`config.mk`:
```
export PLATFORM = sky130hd
export DESIGN_NAME = retire_latches
export DESIGN_NICKNAME = d
export VERILOG_FILES = /design/src/design/ex_pkg.sv /design/src/design/retire_latches.sv
export SDC_FILE = /design/constraint.sdc
export NUM_CORES = 1
export LEC_CHECK = 0
export BUFFER_PORTS_ARGS = -buffer_cell sky130_fd_sc_hd__clkbuf_2
export CAP_MARGIN = 20
export CORE_AREA = 2 2 113 115
export CTS_BUF_LIST = sky130_fd_sc_hd__clkbuf_8 sky130_fd_sc_hd__clkbuf_16
export DETAILED_ROUTE_END_ITERATION = 10
export DIE_AREA = 0 0 115 117
export PLACE_DENSITY = 0.73
export RECOVER_POWER = 50
export SLEW_MARGIN = 20
export SYNTH_ARGS = -nofsm -noshare
export SYNTH_HDL_FRONTEND = slang
export SYNTH_SLANG_ARGS = --single-unit
```
`constraint.sdc`:
```
create_clock -name clk -period 1.55 [get_ports clk]
set_input_delay 0.31 -clock clk [delete_from_list [all_inputs] [get_ports clk]]
set_output_delay 0.31 -clock clk [all_outputs]
set_load 0.1 [all_outputs]
```
`src/design/ex_pkg.sv`:
```
package ex_pkg;

	// datapath widths fixed by RV32I
	localparam int DATA_W = 32;
	localparam int REG_W  = 5;

	// EX control word layout
	localparam int EX_CTRL_W   = 8;
	localparam int BRU_OP_HI   = 7;
	localparam int BRU_OP_LO   = 5;
	localparam int ALU_OP_HI   = 4;
	localparam int ALU_OP_LO   = 1;
	localparam int ALU_SRC_BIT = 0;

	// MEM control word layout
	localparam int MEM_CTRL_W    = 2;
	localparam int MEM_READ_BIT  = 0;
	localparam int MEM_WRITE_BIT = 1;

	// WB control word layout
	localparam int WB_CTRL_W      = 2;
	localparam int REG_WRITE_BIT  = 0;
	localparam int MEM_TO_REG_BIT = 1;

	// forwarding source select, code 3 unused
	localparam int FW_W = 2;
	localparam logic [FW_W-1:0] FW_REG    = 2'd0;
	localparam logic [FW_W-1:0] FW_MEM_WB = 2'd1;
	localparam logic [FW_W-1:0] FW_EX_MEM = 2'd2;

	// ALU operations
	localparam int ALU_OP_W = 4;
	localparam logic [ALU_OP_W-1:0] ALU_ADD  = 4'd0;
	localparam logic [ALU_OP_W-1:0] ALU_SUB  = 4'd1;
	localparam logic [ALU_OP_W-1:0] ALU_AND  = 4'd2;
	localparam logic [ALU_OP_W-1:0] ALU_OR   = 4'd3;
	localparam logic [ALU_OP_W-1:0] ALU_XOR  = 4'd4;
	localparam logic [ALU_OP_W-1:0] ALU_SLL  = 4'd5;
	localparam logic [ALU_OP_W-1:0] ALU_SRL  = 4'd6;
	localparam logic [ALU_OP_W-1:0] ALU_SRA  = 4'd7;
	localparam logic [ALU_OP_W-1:0] ALU_SLT  = 4'd8;
	localparam logic [ALU_OP_W-1:0] ALU_SLTU = 4'd9;

	// branch conditions
	localparam int BRU_OP_W = 3;
	localparam logic [BRU_OP_W-1:0] BRU_NONE = 3'd0;
	localparam logic [BRU_OP_W-1:0] BRU_EQ   = 3'd1;
	localparam logic [BRU_OP_W-1:0] BRU_NE   = 3'd2;
	localparam logic [BRU_OP_W-1:0] BRU_LT   = 3'd3;
	localparam logic [BRU_OP_W-1:0] BRU_GE   = 3'd4;
	localparam logic [BRU_OP_W-1:0] BRU_LTU  = 3'd5;
	localparam logic [BRU_OP_W-1:0] BRU_GEU  = 3'd6;

endpackage

```
`src/design/retire_latches.sv`:
```
module retire_latches (
	input  logic                          clk,
	input  logic                          reset,
	input  logic                          ex_valid,
	input  logic [ex_pkg::DATA_W-1:0]     alu_result,
	input  logic [ex_pkg::DATA_W-1:0]     store_data,
	input  logic                          branch_taken,
	input  logic                          is_branch,
	input  logic [ex_pkg::MEM_CTRL_W-1:0] mem_ctrl,
	input  logic [ex_pkg::WB_CTRL_W-1:0]  wb_ctrl,
	input  logic [ex_pkg::REG_W-1:0]      ex_rd,
	input  logic [ex_pkg::DATA_W-1:0]     load_data,
	output logic [ex_pkg::DATA_W-1:0]     mem_addr,
	output logic [ex_pkg::DATA_W-1:0]     mem_store_data,
	output logic                          mem_read,
	output logic                          mem_write,
	output logic                          branch_valid,
	output logic                          branch_taken_out,
	output logic [ex_pkg::DATA_W-1:0]     ex_mem_data,
	output logic [ex_pkg::REG_W-1:0]      ex_mem_rd,
	output logic                          ex_mem_reg_write,
	output logic [ex_pkg::DATA_W-1:0]     mem_wb_data,
	output logic [ex_pkg::REG_W-1:0]      mem_wb_rd,
	output logic                          mem_wb_reg_write,
	output logic                          wb_valid,
	output logic [ex_pkg::REG_W-1:0]      wb_rd,
	output logic [ex_pkg::DATA_W-1:0]     wb_data
);

	import ex_pkg::*;

	logic                  ex_mem_valid;
	logic                  mem_wb_valid;
	logic [DATA_W-1:0]     ex_mem_store;
	logic                  ex_mem_taken;
	logic                  ex_mem_is_branch;
	logic [MEM_CTRL_W-1:0] ex_mem_mem_ctrl;
	logic [WB_CTRL_W-1:0]  ex_mem_wb_ctrl;
	logic                  mem_wb_write_en;
	logic [DATA_W-1:0]     mem_result;

	always_ff @(posedge clk) begin
		if (reset) begin
			ex_mem_valid <= 1'b0;
			mem_wb_valid <= 1'b0;
		end else begin
			ex_mem_valid <= ex_valid;
			mem_wb_valid <= ex_mem_valid;
		end
	end

	// EX/MEM payload
	always_ff @(posedge clk) begin
		ex_mem_data      <= alu_result;
		ex_mem_store     <= store_data;
		ex_mem_taken     <= branch_taken;
		ex_mem_is_branch <= is_branch;
		ex_mem_mem_ctrl  <= mem_ctrl;
		ex_mem_wb_ctrl   <= wb_ctrl;
		ex_mem_rd        <= ex_rd;
	end

	// memory port, load data arrives in the same cycle
	assign mem_addr         = ex_mem_data;
	assign mem_store_data   = ex_mem_store;
	assign mem_read         = ex_mem_valid & ex_mem_mem_ctrl[MEM_READ_BIT];
	assign mem_write        = ex_mem_valid & ex_mem_mem_ctrl[MEM_WRITE_BIT];
	assign branch_valid     = ex_mem_valid & ex_mem_is_branch;
	assign branch_taken_out = branch_valid & ex_mem_taken;
	assign ex_mem_reg_write = ex_mem_valid & ex_mem_wb_ctrl[REG_WRITE_BIT];

	assign mem_result = ex_mem_wb_ctrl[MEM_TO_REG_BIT] ? load_data : ex_mem_data;

	// MEM/WB payload
	always_ff @(posedge clk) begin
		mem_wb_data     <= mem_result;
		mem_wb_rd       <= ex_mem_rd;
		mem_wb_write_en <= ex_mem_wb_ctrl[REG_WRITE_BIT];
	end

	assign mem_wb_reg_write = mem_wb_valid & mem_wb_write_en;

	// writes aimed at x0 are dropped at the port
	assign wb_valid = mem_wb_reg_write & (mem_wb_rd != '0);
	assign wb_rd    = mem_wb_rd;
	assign wb_data  = mem_wb_data;

	assert property (@(posedge clk) disable iff (reset) !(mem_read && mem_write))
		else $error("retire_latches: load and store in the same slot");

endmodule

```
==> impl_results.md <==
* CTS tree: built
* Final hold vios at 0
* Placed instance count at 599
* FP Rows at 41
* Max-slew violation count at 0
* Total gr overflow at 0
* Seq cells post-synth at 115
* Net Sw Frac at 0.380
* Routed len/inst at 13.8 µm
* Largest net degree at the start of global routing at 33
* Largest family of logic cells by synthesized area: buffers and inverters
* GR peak layer: met2
* Commonest non-fill, non-tap cell in the layout: clkbuf_2
* Post-route clock period utilization at 1.25
* Pwr Total at 9960 µW
* Mux contribution to synthesized area at 0.110
* Setup Viol. Count Final at 1
* Layout area overhead at 79.4%
* Crit. End Element: primary output
* Synth Area in Adders at 0
* N_diodes at 0
* Global-route wire length before repair at 13.3 mm
* Deepest clock path buffer count at 2
* CP required at 1.24 ns
* Via density at 3.90
* Worst slack, placed at -0.00610 ns
* M3 GR Usage at 0.0536
* I/O pin count at 292
* YS warnings at 0
* Commonest cells after routing, fill and taps aside: clkbuf_2 (260), dfxtp_2 (68), dlygate4sd3_1 (65)
* Root buffer cell: clkbuf_16
* FF+latch area at 2390 µm²
* Nets at 645
* Combinational share of power at 0.283
* Initial Util at 0.266
* Leakage at 0.00293 µW
* Min setup slack post-route at -0.385 ns
* Finished Cell Area at 5870 µm²
* Die Y at 117 µm
* Synth cell types at 10
* Critical Path AT at 1.62 ns
* Clk_lat worst skew at 0.40 ns
* Clock Skew at 0.00611 ns
* Internal at 6180 µW
* Worst-Margin Slew at 0.557 ns
* Violated checks: negative setup slack
* DRT iter0 DRCs at 50
* Final ANT Viol Nets at 0
* Final critical-path required period at 1.93 ns
* Met1 global-route usage at 0.128
* Sequential share of power at 0.328
* Pre-Repair DR Iteration Count at 5
* Relative slew slack at 0.630
* Cell area after synthesis at 3270 µm²
* DRC at 0
* Layout cells sized above 1 at 0.779
* Status: complete, but fails checks
* Multi-input logic area at 443 µm²
* H-tree Lvls at 4
* Simple-gate share of the synthesized area at 0.0176
* DP Area at 4600 µm²
* DR vias at 2719
* # fillers at 1070
* Post-synthesis xor/xnor area fraction at 0
* Layout Cells excl Fill at 698
* GR Util All Layers at 0.136
* Placer congestion estimate at 0.766
* GRT met2 Usage at 0.251
* Worst Path Max Fanout at 2
* Initial antenna violation count at 0
* Mapped Cells at 230
* Synth Area in Compound Gates at 0.00229
* Fin util at 0.477
* Chip Width at 115 µm
* RSZ-0062 raised after global routing: yes
* Synth Area per Inst at 14.2 µm²
* Clk sink count at 115
* PD cells at 1700 nW/µm²
* Core area at 12300 µm²
* HP Class: in2reg
* Vias in the first global route at 2705
* Clock transition at path regs at 0.06 ns
* Mapped Nets at 340
* Setup CP Type: reg2out
* Maximum VDD drop at 885 µV
* Number of port buffers at 291
* Max Cap Viol at 0
* Die area at 13500 µm²
* Crit path launch type: register
* Seq/Total Area, Yosys at 0.703
* Cts bufs inserted at 17
* FMAX at 0.517 GHz
* Net load switching power at 3780 µW
* Post-detail-place hpwl at 6.49 mm
* Final WL at 9.60 mm
* Clock Power Share at 0.389
==> final cells by class <==
type                            instances  area share
Clock inverter                         11      0.0213
Timing Repair Buffer                  359       0.382
Sequential cell                       115       0.407
Clock buffer                           21      0.0818
Tap cell                              150      0.0320
Multi-Input combinational cell         42      0.0754
==> critical path: stages, from the launching register on <==
cell	delay, ns
dfxtp_2	0.32
or4_4	0.53
o21a_4	0.21
buf_12	0.16
==> layer usage <==
metal,vias to the layer above,routed length (µm)
li1,1283,-
met1,1241,3370
met2,178,5260
met3,17,761
met4,0,212
met5,-,0
==> metrics by stage <==
| stage | hold WS, ns | setup TNS [ns] |
|---|---|---|
| after CTS | 0.0000538 | -0.421 |
| after global routing | 0.000269 | -0.524 |
| final | 0.0184 | -0.385 |
| after floorplan | 0.324 | -0.122 |
| after global placement | 0.335 | 0 |
| after detailed placement | 0.339 | -0.00610 |
==> cell usage after synthesis <==
master | n | area share
and2_1 | 5 | 0.0096
and3_1 | 1 | 0.0019
buf_4 | 72 | 0.17
clkbuf_2 | 1 | 0.0015
dfxtp_1 | 115 | 0.70
mux2_1 | 2 | 0.0069
mux2_2 | 30 | 0.10
nor2b_1 | 2 | 0.0038
o21a_1 | 1 | 0.0023
or4_1 | 1 | 0.0023
==> power by group through the flow <==
stage | clock, µW | combinational [µW] | sequential [µW]
detailed placement | 0 | 2690 | 3330
global route | 4100 | 2890 | 3290
floorplan | 0 | 1160 | 4540
CTS | 3950 | 2820 | 3270
finish | 3870 | 2820 | 3270
global placement | 0 | 2680 | 3320
==> registers in the layout, summed over array words and instances (netlist names) <==
register          flops
ex_mem_data          32
ex_mem_taken          1
mem_wb_data          32
ex_mem_mem_ctrl       2
ex_mem_wb_ctrl        2
mem_wb_rd             5
mem_wb_valid          1
mem_store_data       32
ex_mem_rd             5
ex_mem_valid          1
ex_mem_is_branch      1
mem_wb_write_en       1
==> repair_timing <==
action | in CTS | in global routing
gates resized for setup | 5 | 19
setup endpoints to repair | 3 | 19
hold buffers | 64 | 1
pin swaps | 2 | 1
hold endpoints to repair | 64 | 1
buffers inserted | 1 | 1
==> logic make-up (layout without fill, tap and decap cells) <==
kind of cell | Yosys count | count (layout)
flip-flops | 115 | 115
buffers and inverters | 73 | 391
multiplexers | 32 | 32
AND/OR/NAND/NOR | 9 | 9
AO/OA/AOI/OAI | 1 | 1
==> final timing paths <==
| check | cells past startpoint | start | slack, ns | to |
|---|---|---|---|---|
| max | 3 | mem_wb_rd[4]$_DFF_P_ | -0.38 | wb_valid |
| min | 1 | store_data[2] | 0.02 | mem_store_data[2]$_DFF_P_ |
| max reg2reg | 2 | ex_mem_wb_ctrl[1]$_DFF_P_ | 0.25 | mem_wb_data[5]$_DFF_P_ |
| min reg2reg | 0 | ex_mem_rd[1]$_DFF_P_ | 0.35 | mem_wb_rd[1]$_DFF_P_ |
Power figures use the tool's default switching activity.
